[src/hdl/act_ram_pkg.sv]
package act_ram_pkg;

    // Controller phase encoding
    localparam int PHASE_W = 2;

    localparam logic [PHASE_W-1:0] PHASE_IDLE    = 2'd0;
    localparam logic [PHASE_W-1:0] PHASE_LOAD    = 2'd1;  // DRAM stream into input bank
    localparam logic [PHASE_W-1:0] PHASE_COMPUTE = 2'd2;  // Windows out to multipliers
    localparam logic [PHASE_W-1:0] PHASE_DRAIN   = 2'd3;  // PPU results into output bank

    // Signed activation value
    localparam int DATA_W = 16;

    // Position of a nonzero inside its row
    localparam int INDEX_W = 4;

endpackage

[src/hdl/phase_decode.sv]
`timescale 1ns/1ps

module phase_decode (
    input  logic                            clk,
    input  logic                            rst,
    input  logic [act_ram_pkg::PHASE_W-1:0] phase,
    input  logic                            layer_parity,
    input  logic                            busy,
    output logic                            load_en,
    output logic                            drain_en,
    output logic                            fetch_en,
    output logic                            clear_ptrs,
    output logic                            in_bank
);

    logic [act_ram_pkg::PHASE_W-1:0] last_phase;
    logic                            in_compute;

    assign in_compute = (phase == act_ram_pkg::PHASE_COMPUTE);

    // Busy freezes every action
    assign load_en  = (phase == act_ram_pkg::PHASE_LOAD) && !busy;
    assign drain_en = (phase == act_ram_pkg::PHASE_DRAIN) && !busy;
    assign fetch_en = in_compute && !busy;

    // Entry into compute, seen on the first unstalled cycle
    assign clear_ptrs = fetch_en && (last_phase != act_ram_pkg::PHASE_COMPUTE);

    assign in_bank = layer_parity;  // Even layers read bank 0

    // Phase of the last cycle that was not stalled
    always_ff @(posedge clk) begin
        if (rst) begin
            last_phase <= act_ram_pkg::PHASE_IDLE;
        end else if (!busy) begin
            last_phase <= phase;
        end
    end

endmodule

[config.mk]
export PLATFORM = sky130hd
export DESIGN_NAME = phase_decode
export DESIGN_NICKNAME = d
export VERILOG_FILES = /design/src/hdl/act_ram_pkg.sv /design/src/hdl/phase_decode.sv
export SDC_FILE = /design/constraint.sdc
export NUM_CORES = 1
export LEC_CHECK = 0
export ABC_AREA = 0
export BUFFER_PORTS_ARGS = -buffer_cell sky130_fd_sc_hd__buf_2
export CORE_AREA = 2 2 39 41
export DETAILED_ROUTE_END_ITERATION = 10
export DIE_AREA = 0 0 41 43
export GPL_ROUTABILITY_DRIVEN = 0
export PLACE_DENSITY_LB_ADDON = 0.15
export SLEW_MARGIN = 10
export SYNTH_ARGS = -nofsm -noshare
export SYNTH_HDL_FRONTEND = slang
export SYNTH_SLANG_ARGS = --single-unit
[constraint.sdc]
create_clock -name clk -period 0.8 [get_ports clk]
set_input_delay 0.08 -clock clk [delete_from_list [all_inputs] [get_ports clk]]
set_output_delay 0.08 -clock clk [all_outputs]
set_load 0.02 [all_outputs]
==> reports/qor.txt <==
outcome -> complete, but fails checks
violated checks -> setup timing
Via-to-Cell Ratio -> 2.95
pins over their slew limit -> 0
largest net degree at the start of global routing -> 5
Peak supply drop -> 0.598 mV
Hold Crit Class -> input pin to flop
worst slew pin tran -> 0.129 ns
synth unique cells -> 10
max-cap viol count -> 0
part of the power in registers -> 27.9%
Lkg Pwr -> 0.0982 nW
Root Buffer -> clkbuf_4
H-tree depth -> 1
IO buf count -> 8
share of layout cells above drive strength 1 -> 52.0%
initial core utilization -> 8.41%
Setup TNS -> -0.183 ns
IO Count -> 11
Rows -> 14
CP required -> 0.72 ns
cell depth of the worst flop-to-flop path -> 2
max reg flops -> 2
max_slew headroom -> 91.4%
Final Critical Period -> 0.983 ns
Setup CP Type -> flop to output pin
fin cells -> 41
# diodes -> 0
vias in the first global route -> 127
Synth Register Bits -> 2
clock buffer depth -> 2
total power -> 0.388 mW
clk_lat worst skew -> 0.22 ns
via count -> 121
Post-CTS Hold Fix Bufs -> 0
CTS tree -> done
CTS Buf Count -> 3
yosys warns -> 0
Multi-input gate area -> 65.1 sq um
largest cells by area after synthesis -> dfxtp_1 (34%), nand2b_4 (12%), nor2_1 (9.7%), a21oi_1 (8.6%), nor3_2 (8.6%)
die width -> 41 microns
sw power -> 0.0912 mW
initial DRC count -> 1
Final WS setup -> -0.183 ns
sequential area share after synthesis -> 34.4%
die height -> 43 microns
cell taking the most area after synthesis -> dfxtp_1
first-pass GRT wire length -> 483 microns
drt pass-1 iters -> 2
Max Fclk -> 1.02 GHz
Clk network pwr share -> 57.1%
Post-Syn Area per Cell -> 7.76 sq um
dpl cells -> 38
Syn Nets -> 21
PwrDens -> 2000 nW/um^2
hold violation count in the final report -> 0
Worst Hold Depth -> 2
Startpoint Class -> flop
RSZ-0062 raised after global routing -> yes
Register Area -> 40.0 sq um
ANT nets after route -> 0
Critical Path AT -> 0.90 ns
net total in the final layout -> 33
final period utilization -> 123%
largest register by flop count -> last_phase
DP Wirelength -> 258 microns
largest registers -> last_phase: 2 flops
crit end category -> output pin
Yosys top cell area share -> 34.4%
initial antenna violation count -> 0
clk sinks -> 2
skew final -> 0 ns
CTS clk-pin slew, worst paths -> 0.03 ns
DRC -> 0
Internal -> 0.297 mW
Max FO, Critical Path -> 2
GRT Overall Usage -> 4.81%
Area Overhead vs Synth -> 66.7%
Final setup viols -> 1
core area -> 1380 sq um
post-CTS setup buffers -> 0
drt total wl -> 334 microns
sw frac -> 23.5%
die area -> 1760 sq um
routed len/inst -> 8.15 microns
combinational power share -> 15.0%
Mapped Cells -> 15
gr ovfl total -> 0
fillcell total -> 160
Post-Synthesis Cell Area -> 116 sq um
[routing by layer]
layer	up-vias	wire length [microns]	track usage [%]
met5	-	0	0
met4	0	0	8.00
met3	0	64	2.09
met2	10	122	5.00
met1	44	147	5.11
li1	67	-	-
[synthesized netlist by cell type]
master    count
nor2_1        3
nand2b_4      1
buf_4         1
nand2b_1      1
nor2b_1       1
dfxtp_1       2
nor3_2        1
nand2_1       2
a21oi_1       2
inv_1         1
[logic make-up (layout without fill, tap and decap cells)]
group / count (synthesis) / count (layout) / share of synthesized area, %
buffers and inverters: 2 / 12 / 9.68
and+or+nand+nor: 9 / 9 / 47.3
DFF: 2 / 2 / 34.4
AOI/OAI and AO/OA: 2 / 2 / 8.60
[layout by cell type, fill, tap and decap left out, drive strengths merged]
cell / netlist / final
nand2b: 2 / 2
inv: 1 / 1
nor3: 1 / 1
clkbuf: 0 / 3
nand2: 2 / 2
nor2: 3 / 3
nor2b: 1 / 1
dfxtp: 2 / 2
buf: 1 / 8
a21oi: 2 / 2
[layout make-up]
cell class                 count  share of cell area [%]
clock buffer                   3                    11.6
inverter                       1                    1.94
multi-input combinational     11                    33.5
sequential                     2                    20.6
tap                           16                    10.3
timing repair buffer           8                    21.9
[critical path: stages, from the launching register on]
cell and delay, ns:
dfxtp_1 0.30, nor2b_1 0.13, nor3_2 0.10, buf_4 0.16
[through the flow]
step | area [sq um] | setup slack [ns] | hold WS, ns | util [%]
6_report | 194 | -0.183 | 0.0375 | 14.0
5_1_grt | 194 | -0.254 | 0.0404 | 14.0
4_1_cts | 194 | -0.201 | 0.0250 | 14.0
3_5_place_dp | 169 | 0.0296 | 0.160 | 12.2
3_3_place_gp | 169 | 0.0360 | 0.160 | 12.2
2_1_floorplan | 116 | 0.0303 | 0.149 | -
[timing repair]
action	4_1_cts	5_1_grt
gates cloned	0	0
gates resized for setup	1	0
endpoints found under the setup margin	1	1
[worst paths after layout]
kind	startpoint	endpoint	slack, ns
max	last_phase[1]$_SDFFE_PP0N_	clear_ptrs	-0.18
min reg2reg	last_phase[1]$_SDFFE_PP0N_	last_phase[1]$_SDFFE_PP0N_	0.45
max reg2reg	last_phase[0]$_SDFFE_PP0N_	last_phase[0]$_SDFFE_PP0N_	0.24
min	rst	last_phase[0]$_SDFFE_PP0N_	0.04
[power groups by stage]
stage / registers [mW] / logic [mW] / clock network (mW)
final: 0.108 / 0.0581 / 0.221
after global routing: 0.109 / 0.0653 / 0.241
after CTS: 0.108 / 0.0589 / 0.242
after detailed placement: 0.110 / 0.0574 / 0
after global placement: 0.109 / 0.0557 / 0
after floorplan: 0.109 / 0.0382 / 0
Power figures use the tool's default switching activity.
