`config.mk`:
```
export PLATFORM = sky130hd
export DESIGN_NAME = window_fetch
export DESIGN_NICKNAME = d
export VERILOG_FILES = /design/src/hdl/act_ram_pkg.sv /design/src/hdl/window_fetch.sv
export SDC_FILE = /design/constraint.sdc
export NUM_CORES = 1
export LEC_CHECK = 0
export BUFFER_PORTS_ARGS = -buffer_cell sky130_fd_sc_hd__buf_2
export CAP_MARGIN = 0
export CORE_MARGIN = 3
export CORE_UTILIZATION = 41
export CTS_CLUSTER_DIAMETER = 200
export DETAILED_ROUTE_END_ITERATION = 16
export PLACE_DENSITY = 0.91
export RECOVER_POWER = 100
export SLEW_MARGIN = 20
export SYNTH_ARGS = -nofsm -noshare
export SYNTH_HDL_FRONTEND = slang
export SYNTH_SLANG_ARGS = --single-unit
```
`constraint.sdc`:
```
create_clock -name clk -period 0.8 [get_ports clk]
set_input_delay 0.04 -clock clk [delete_from_list [all_inputs] [get_ports clk]]
set_output_delay 0.04 -clock clk [all_outputs]
set_load 0.02 [all_outputs]
```
`src/hdl/act_ram_pkg.sv`:
```
package act_ram_pkg;

    // Controller phase encoding
    localparam int PHASE_W = 2;

    localparam logic [PHASE_W-1:0] PHASE_IDLE    = 2'd0;
    localparam logic [PHASE_W-1:0] PHASE_LOAD    = 2'd1;  // DRAM stream into input bank
    localparam logic [PHASE_W-1:0] PHASE_COMPUTE = 2'd2;  // Windows out to multipliers
    localparam logic [PHASE_W-1:0] PHASE_DRAIN   = 2'd3;  // PPU results into output bank

    // Signed activation value
    localparam int DATA_W = 16;

    // Position of a nonzero inside its row
    localparam int INDEX_W = 4;

endpackage

```
`src/hdl/window_fetch.sv`:
```
`timescale 1ns/1ps

module window_fetch #(
    parameter int MUL_LANES = 4
) (
    input  logic                                           clk,
    input  logic                                           rst,
    input  logic                                           fetch_en,
    input  logic [$clog2(MUL_LANES):0]                     fetch_remain,
    input  logic                                           fetch_full,
    input  logic [MUL_LANES-1:0][act_ram_pkg::DATA_W-1:0]  win_data,
    input  logic [MUL_LANES-1:0][act_ram_pkg::INDEX_W-1:0] win_index,
    output logic [MUL_LANES-1:0][act_ram_pkg::DATA_W-1:0]  fetch_data,
    output logic [MUL_LANES-1:0][act_ram_pkg::INDEX_W-1:0] fetch_index,
    output logic [MUL_LANES-1:0]                           fetch_valid
);

    logic [MUL_LANES-1:0] lane_mask;

    // Thermometer mask, lane 0 upward
    always_comb begin
        for (int i = 0; i < MUL_LANES; i++) begin
            lane_mask[i] = fetch_en && (fetch_full || (i < int'(fetch_remain)));
        end
    end

    always_ff @(posedge clk) begin
        if (rst) begin
            fetch_valid <= '0;
        end else begin
            fetch_valid <= lane_mask;  // Zero when no fetch this cycle
        end
    end

    // Window payload, meaningful only under fetch_valid
    always_ff @(posedge clk) begin
        if (fetch_en) begin
            fetch_data  <= win_data;
            fetch_index <= win_index;
        end
    end

endmodule

```
==> results of run 1 <==
## per-stage QoR
stage | instances | hold WS [ps] | power [W] | worst slack, ps | utilization
detailed placement | 341 | 218 | 0.00649 | 75.0 | 0.593
global placement | 341 | 216 | 0.00646 | 91.6 | 0.593
finish | 442 | 290 | 0.00993 | -219 | 0.831
floorplan | 93 | 139 | 0.00584 | 311 | -
global route | 442 | 299 | 0.0102 | -257 | 0.831
CTS | 442 | 135 | 0.00956 | -170 | 0.802
## synth_stat cells, drive strengths merged
library cell | number | share of area
nor2 | 3 | 0.0044
nor3 | 1 | 0.0039
edfxtp | 80 | 0.95
nand2b | 1 | 0.0054
nand2 | 1 | 0.0015
dfxtp | 4 | 0.032
a21oi | 2 | 0.0039
inv | 1 | 0.0015
## layout by cell type (no fill, tap or decap), types with 2 or more instances in the layout
cell	netlist	final
a21oi_1	2	2
buf_2	0	82
buf_6	0	70
clkbuf_1	0	15
clkbuf_2	0	4
clkbuf_4	0	2
clkbuf_8	0	9
clkinv_2	0	2
clkinv_4	0	2
dfxtp_2	0	4
dlygate4sd3_1	0	85
edfxtp_1	80	80
nor2_1	3	3
## sequential cells by signal (all words and copies together), names as in the netlist
name and cells:
fetch_data 64, fetch_index 16, fetch_valid 4
## cells by family after synthesis
group | Yosys count | share of synthesized area
flip-flops | 84 | 0.979
AO/OA/AOI/OAI | 2 | 0.00395
AND/OR/NAND/NOR | 6 | 0.0153
buffers and inverters | 1 | 0.00148
## layer usage
| layer | vias to the layer above | share of wire |
|---|---|---|
| met2 | 178 | 0.54 |
| met1 | 1007 | 0.32 |
| met4 | 0 | 0.031 |
| met3 | 28 | 0.10 |
| li1 | 908 | - |
| met5 | - | 0 |
## power breakdown
group	total [W]	internal, W	switching, W
Clock	0.00272	0.00113	0.00159
Sequential	0.00540	0.00520	0.000195
Combinational	0.00181	0.000951	0.000862
Total	0.00993	0.00729	0.00265
## worst max-delay path by stage
stage / startpoint / end / slack (ps) / cells past startpoint
finish: fetch_data[10] / fetch_data[10] / -220 / 1
global route: fetch_data[10] / fetch_data[10] / -260 / 1
CTS: fetch_data[57] / fetch_data[57] / -170 / 1
detailed placement: fetch_en / fetch_data[21] / 80 / 2
global placement: fetch_en / fetch_data[31] / 90 / 2
floorplan: fetch_data[0] / fetch_data[0] / 310 / 0
## layout make-up
cell class	instances	area, um2
fill	295	1010
clock inverter	6	40.0
multi-input combinational	8	55.1
sequential	84	2490
inverter	1	3.75
clock buffer	10	128
antenna	1	2.50
timing repair buffer	257	2140
tap	75	93.8
## repair_timing
item / CTS / global route
gates resized for setup: 76 / 73
hold endpoints to repair: 84 / 0
pin swaps: 0 / 1
hold buffers: 85 / 0
setup buffers: 0 / 0
cloned: 0 / 0
endpoints found under the setup margin: 84 / 86
==> run metrics, run 1 <==
fin area 0.00495 mm2; I/O Pins 171; Die Footprint 0.00716 mm2; critical path capture point type primary output; GPL Wtd Cong 0.724; status finished, violations left; Critical Path AT 980 ps; Die Y 84.6 um; Congestion Overflow GR 0; area post-placement 0.00353 mm2; number of remaining DRC errors 0; Hold WC Path Type in2reg; setup_tns -11410 ps; CTS tree built; FP Rows 28; Hold EP fetch_data[25]; global-route met2 utilization 0.462; Slowest-stage cell, CP edfxtp_1; area grow syn2layout 95.2%; Worst-path clk slew 100 ps; proportion of layout cells with a drive suffix above 1 0.486; total CTS buffers 9; Max stage delay on crit path 460 ps; CP bufs+invs 1; Crit path required time 760 ps; RSZ-0062 raised after global routing true; Mapped Area 0.00253 mm2; gr busiest metal met2; DR WL/cell 23.2 um; leakage 2.08 nW; post-synthesis cell type count 8; hold path depth 2; post-route minimum period 1020 ps; Hold Crit Start fetch_en; worst-path fanout max 1; Final Max Slew Viols 0; YS warnings 0; Slew @ Worst Pin 514 ps; clk buf depth 2; worst ir drop on vdd 0.00203 V; Top Family by Delay on Critical Path flip-flops; HPWL Detailed 4660 um; Seq/Total Area, Yosys 0.979; final antenna-violating net count 0; first-pass GRT wire length 13500 um; Final #Nets 448; Die X 84.6 um; post-route clock period utilization 1.27; CP cell instances buf_6; Pwr Density 2010 mW/mm2; final wirelength 10300 um; met3 Use GR 0.112; Clock Sinks 84; syn_area_per_cell 27.3 um2; Mapped Nets 180; Max Cap Viol 0; antenna violations before repair 1; vias in the first global route 2412; Total GRT Usage 0.261; Via Count 2121; final hold violation count 0; # port buffers 170; drt first pass iters 4; GR Layer Usage met1 0.268; Startpoint Class flip-flop; failing checks setup timing; synthesized flop and latch total 84; core area 0.00596 mm2; DR vias/cell 4.80; CTS Root Buffer Type clkbuf_8; fin worst setup slack -219 ps; Rel. slew slack 0.657; CP Class reg2out; largest net degree at the start of global routing 39; cells after synthesis 93; CTS H-tree depth 3; DR iter-0 viols 123; initial core utilization 0.426; final setup vio count 85; Max Clk Rate 981 MHz
(Power assumes the default switching activity.)
==> run 2, diff against run 1 <==
- CORE_ASPECT_RATIO: not set -> 0.5
==> run 2 against run 1 <==
Compared with the run above:
- the run still ends with setup timing left
- die area increased by 0.80%
- worst hold slack improved by 68 ps
- worst setup slack improved by 42 ps
- clock power grew 46%
- via count increased by 3.7%
- non-clock buffer count is the same
- critical path depth unchanged
- sequential cell count stayed put
- global-route usage is 0.16 points lower
- maximum frequency is 4.3% higher
- first-iteration DRC count increased by 91%
- highest routed layer is now met5
==> run metrics, run 2 (synthesis gave the netlist of run 1 again) <==
Util after Layout 0.889 (+0.0588); worst ir drop on vdd 0.00210 V (+3.4%); Reg with most FFs fetch_data; register area 0.00249 mm2 (unchanged); first-pass GRT wire length 13000 um (-4.2%); post-route clock period utilization 1.22 (-0.0523); Critical Path AT 940 ps (-40 ps); initial core utilization 0.442 (+0.0168); worst-path fanout max 1 (unchanged); fillcell total 207 (-30%); DR WL/cell 25.3 um (+9.1%); proportion of layout cells with a drive suffix above 1 0.503 (+0.0164); Fin Hold WS 358 ps (+67.5 ps); Congestion Overflow GR 0 (unchanged); clk buf depth 2 (unchanged); critical path capture point type primary output; fin worst setup slack -177 ps (+41.8 ps); drt first pass iters 4 (unchanged); Placed Instances 349 (+2.3%); most frequent cells in the layout buf_2, dlygate4sd3_1, edfxtp_1; Clock Sinks 84 (unchanged); area of the multi-input gates 52.6 um2 (-4.5%); Crit path required time 760 ps (about the same); CP Class reg2out; hold path depth 2 (unchanged); Rel. slew slack 0.615 (-0.0422); GPL Wtd Cong 0.783 (+8.1%); Via Count 2199 (+3.7%); Die Footprint 0.00722 mm2 (+0.80%); commonest non-fill, non-tap cell in the layout buf_2; Total GRT Usage 0.260 (-0.00162); final wirelength 11400 um (+12%); area post-placement 0.00353 mm2 (+0.11%); Hold EP fetch_data[31]; DR vias/cell 4.87 (+1.4%); Die X 117 um (+38%); RSZ-0062 raised after global routing true; CTS Root Buffer Type clkbuf_16; CP cell instances buf_6; I/O Pins 171 (unchanged); Max Cap Viol 0 (unchanged); # port buffers 170 (unchanged); final hold violation count 0 (unchanged); core area 0.00573 mm2 (-3.8%); post-route minimum period 977 ps (-41.8 ps); Max Clk Rate 1020 MHz (+4.3%); area grow syn2layout 101%; Slew @ Worst Pin 577 ps (+63.3 ps); final setup vio count 84 (-1.2%); Non-Filler Instances 452 (+2.3%); Hold Crit Start fetch_en; vias in the first global route 2279 (-5.5%); failing checks setup timing; status finished, violations left; DR iter-0 viols 235 (+91%); Worst-path clk slew 60 ps (-40 ps); Die Y 61.6 um (-27%); CTS tree built; Startpoint Class flip-flop; Max stage delay on crit path 440 ps (-20 ps); Hold WC Path Type in2reg; setup_tns -9930 ps (+1480 ps); fin area 0.00510 mm2 (+3.0%); Pwr Density 2210 mW/mm2 (+9.9%); Top Family by Delay on Critical Path flip-flops; antenna violations before repair 3 (+2); Regs by FF count fetch_data: 64 flops, fetch_index: 16 flops, fetch_valid: 4 flops; largest net degree at the start of global routing 44 (+13%); CP bufs+invs 1 (unchanged); final antenna-violating net count 0 (unchanged); number of remaining DRC errors 0 (unchanged); FP Rows 19 (-32%); Largest register FFs 64 (unchanged); HPWL Detailed 4490 um (-3.5%); CTS H-tree depth 3 (unchanged); Final Max Slew Viols 0 (unchanged); Final #Nets 448 (unchanged); total CTS buffers 9 (unchanged); leakage 2.14 nW (+2.9%); Slowest-stage cell, CP edfxtp_1
run 2: how the worst max path moves through the flow:
stage          slack, ps        endpoint            from  cells past startpoint
6_report            -180  fetch_data[58]  fetch_data[58]                      1
3_3_place_gp          80  fetch_data[44]        fetch_en                      2
2_1_floorplan        310   fetch_data[0]   fetch_data[0]                      0
3_5_place_dp          60  fetch_data[35]        fetch_en                      2
5_1_grt             -200  fetch_data[58]  fetch_data[58]                      1
4_1_cts             -120  fetch_data[57]  fetch_data[57]                      1
run 2: layer usage:
layer	vias to the layer above	wire [um]	GRT usage
met5	-	12	0
met3	39	669	0.0726
met2	128	6360	0.506
met4	2	449	0.124
met1	1123	3960	0.264
li1	907	-	-
run 2: report_power, final:
| group | internal [W] | switching (W) | leakage, nW |
|---|---|---|---|
| sequential | 0.00521 | 0.000198 | 0.817 |
| clock | 0.00227 | 0.00171 | 0.135 |
| combinational | 0.000969 | 0.000887 | 1.19 |
| total | 0.00844 | 0.00279 | 2.14 |
run 2: area by class of cell:
| type | instances | share of cell area |
|---|---|---|
| sequential | 84 | 0.488 |
| timing repair buffer | 257 | 0.424 |
| clock buffer | 12 | 0.0503 |
| tap | 84 | 0.0206 |
| multi-input combinational | 8 | 0.0103 |
| clock inverter | 4 | 0.00491 |
| antenna | 2 | 0.000982 |
| inverter | 1 | 0.000737 |
run 2: timing repair:
item                                    CTS  global route
setup buffers                             0             0
resized for setup                        48           106
pin swaps                                 0             2
endpoints found under the hold margin    84             0
hold buffers                             85             0
endpoints found under the setup margin   84            85
run 2: per-stage QoR:
step                      setup slack (ps)  power [W]
after floorplan                        311    0.00584
after global placement                82.4    0.00644
after detailed placement              61.9    0.00648
after CTS                             -123     0.0106
after global routing                  -199     0.0116
final                                 -177     0.0112
==> run 3, diff against run 2 <==
- CORE_MARGIN: 3 -> 10
==> run 3 against run 2 <==
Compared with the run above:
- the flow still finishes with violations (setup timing)
- cell count increased by 0.44%
- critical path type unchanged
- worst hold slack improved by 52 ps
- critical endpoint is now fetch_index[5]
- final area rose by 1.2%
- clock power up 11%
==> run metrics, run 3 (synthesis gave the netlist of run 1 again) <==
DR vias/cell 4.57 (-6.0%); first-pass GRT wire length 14600 um (+13%); area of the multi-input gates 57.6 um2 (+9.5%); Startpoint Class flip-flop; Regs by FF count fetch_data: 64 flops, fetch_index: 16 flops, fetch_valid: 4 flops; Max Cap Viol 0 (unchanged); proportion of layout cells with a drive suffix above 1 0.488 (-0.0151); final setup vio count 84 (unchanged); critical path capture point type primary output; fin worst setup slack -171 ps (+6.09 ps); Pwr Density 2270 mW/mm2 (+2.7%); Clock Sinks 84 (unchanged); Top Family by Delay on Critical Path flip-flops; number of remaining DRC errors 0 (unchanged); DR WL/cell 24.4 um (-3.8%); clk buf depth 2 (unchanged); Clock power frac 0.379 (+0.025); fillcell total 252 (+22%); Crit path required time 760 ps (about the same); drt first pass iters 5 (+1); Reg with most FFs fetch_data; post-route clock period utilization 1.21 (-0.00761); HPWL Detailed 5880 um (+31%); Rel. slew slack 0.616 (+0.000751); Slowest-stage cell, CP edfxtp_1; CTS H-tree depth 3 (unchanged); status finished, violations left; final hold violation count 0 (unchanged); DR iter-0 viols 200 (-15%); Int Pwr 0.00892 W (+5.6%); Via Count 2077 (-5.5%); area grow syn2layout 104%; Die Y 75.6 um (+23%); worst-path fanout max 1 (unchanged); Critical Path AT 930 ps (about the same); hold path depth 2 (unchanged); total CTS buffers 9 (unchanged); leakage 2.16 nW (+0.82%); RSZ-0062 raised after global routing true; Sw Ratio 0.237 (-0.0119); Largest register FFs 64 (unchanged); Max stage delay on crit path 430 ps (about the same); Final #Nets 447 (-0.22%); Die Footprint 0.00992 mm2 (+37%); setup_tns -9920 ps (+12.1 ps); register area 0.00249 mm2 (unchanged); Worst-path clk slew 60 ps (about the same); core area 0.00603 mm2 (+5.3%); sequential share of power 0.463 (-0.018); CP cell instances buf_6; Gate power share 0.159 (-0.006); # port buffers 170 (unchanged); failing checks setup timing; CTS tree built; antenna violations before repair 1 (-2); post-route minimum period 971 ps (-6.09 ps); Max Clk Rate 1030 MHz (+0.63%); initial core utilization 0.420 (-0.0221); Congestion Overflow GR 0 (unchanged); Final Power 0.0117 W (+4.0%); Die X 131 um (+12%); Final Max Slew Viols 0 (unchanged); worst ir drop on vdd 0.00220 V (+4.9%); CP bufs+invs 1 (unchanged); I/O Pins 171 (unchanged); critical path depth 1 (unchanged); Sw Pwr 0.00277 W (-0.99%); Total GRT Usage 0.203 (-0.0572); CTS Root Buffer Type clkbuf_16; vias in the first global route 2352 (+3.2%); commonest non-fill, non-tap cell in the layout dlygate4sd3_1; most frequent cells in the layout dlygate4sd3_1, edfxtp_1, buf_6; largest net degree at the start of global routing 42 (-4.5%); Hold WC Path Type in2reg; GPL Wtd Cong 0.909 (+16%); Slew @ Worst Pin 576 ps (-1.13 ps); final antenna-violating net count 0 (unchanged); final wirelength 11100 um (-3.4%); FP Rows 20 (+1); CP Class reg2out
run 3: final timing paths:
path           start        endpoint  slack (ps)
max   fetch_index[5]  fetch_index[5]        -170
min     win_data[17]  fetch_data[17]         410
run 3: stage by stage:
step / cells / util / cell area, um2 / worst slack, ps / hold slack [ps]
2_1_floorplan: 93 / - / 2530 / 311 / 139
3_3_place_gp: 353 / 0.587 / 3540 / 98.8 / 217
3_5_place_dp: 353 / 0.587 / 3540 / 78.0 / 218
4_1_cts: 454 / 0.826 / 4980 / -136 / 209
5_1_grt: 454 / 0.855 / 5160 / -183 / 419
6_report: 454 / 0.855 / 5160 / -171 / 409
run 3: cell type report:
cell class	instances	area share
Multi-Input combinational cell	8	0.0112
Clock buffer	9	0.0437
Inverter	1	0.000728
Antenna cell	1	0.000485
Tap cell	88	0.0213
Timing Repair Buffer	256	0.423
Clock inverter	7	0.0177
Sequential cell	84	0.482
run 3: metal layers:
layer	vias to the layer above	wire, um	GRT usage
met5	-	0	0
met4	0	272	0.0804
met3	21	498	0.0691
met1	1052	3680	0.186
met2	102	6610	0.415
li1	902	-	-
run 3: power by group through the flow:
stage	clock network, W	logic (W)	registers (W)
3_5_place_dp	0	0.00114	0.00537
5_1_grt	0.00464	0.00192	0.00543
6_report	0.00442	0.00185	0.00541
4_1_cts	0.00430	0.00167	0.00533
2_1_floorplan	0	0.0000162	0.00583
3_3_place_gp	0	0.00111	0.00535
run 3: timing repair:
action,4_1_cts,5_1_grt
gates cloned,0,0
hold buffers,85,0
endpoints found under the hold margin,84,0
setup endpoints to repair,84,87
resized for setup,90,72
buffers inserted,0,0
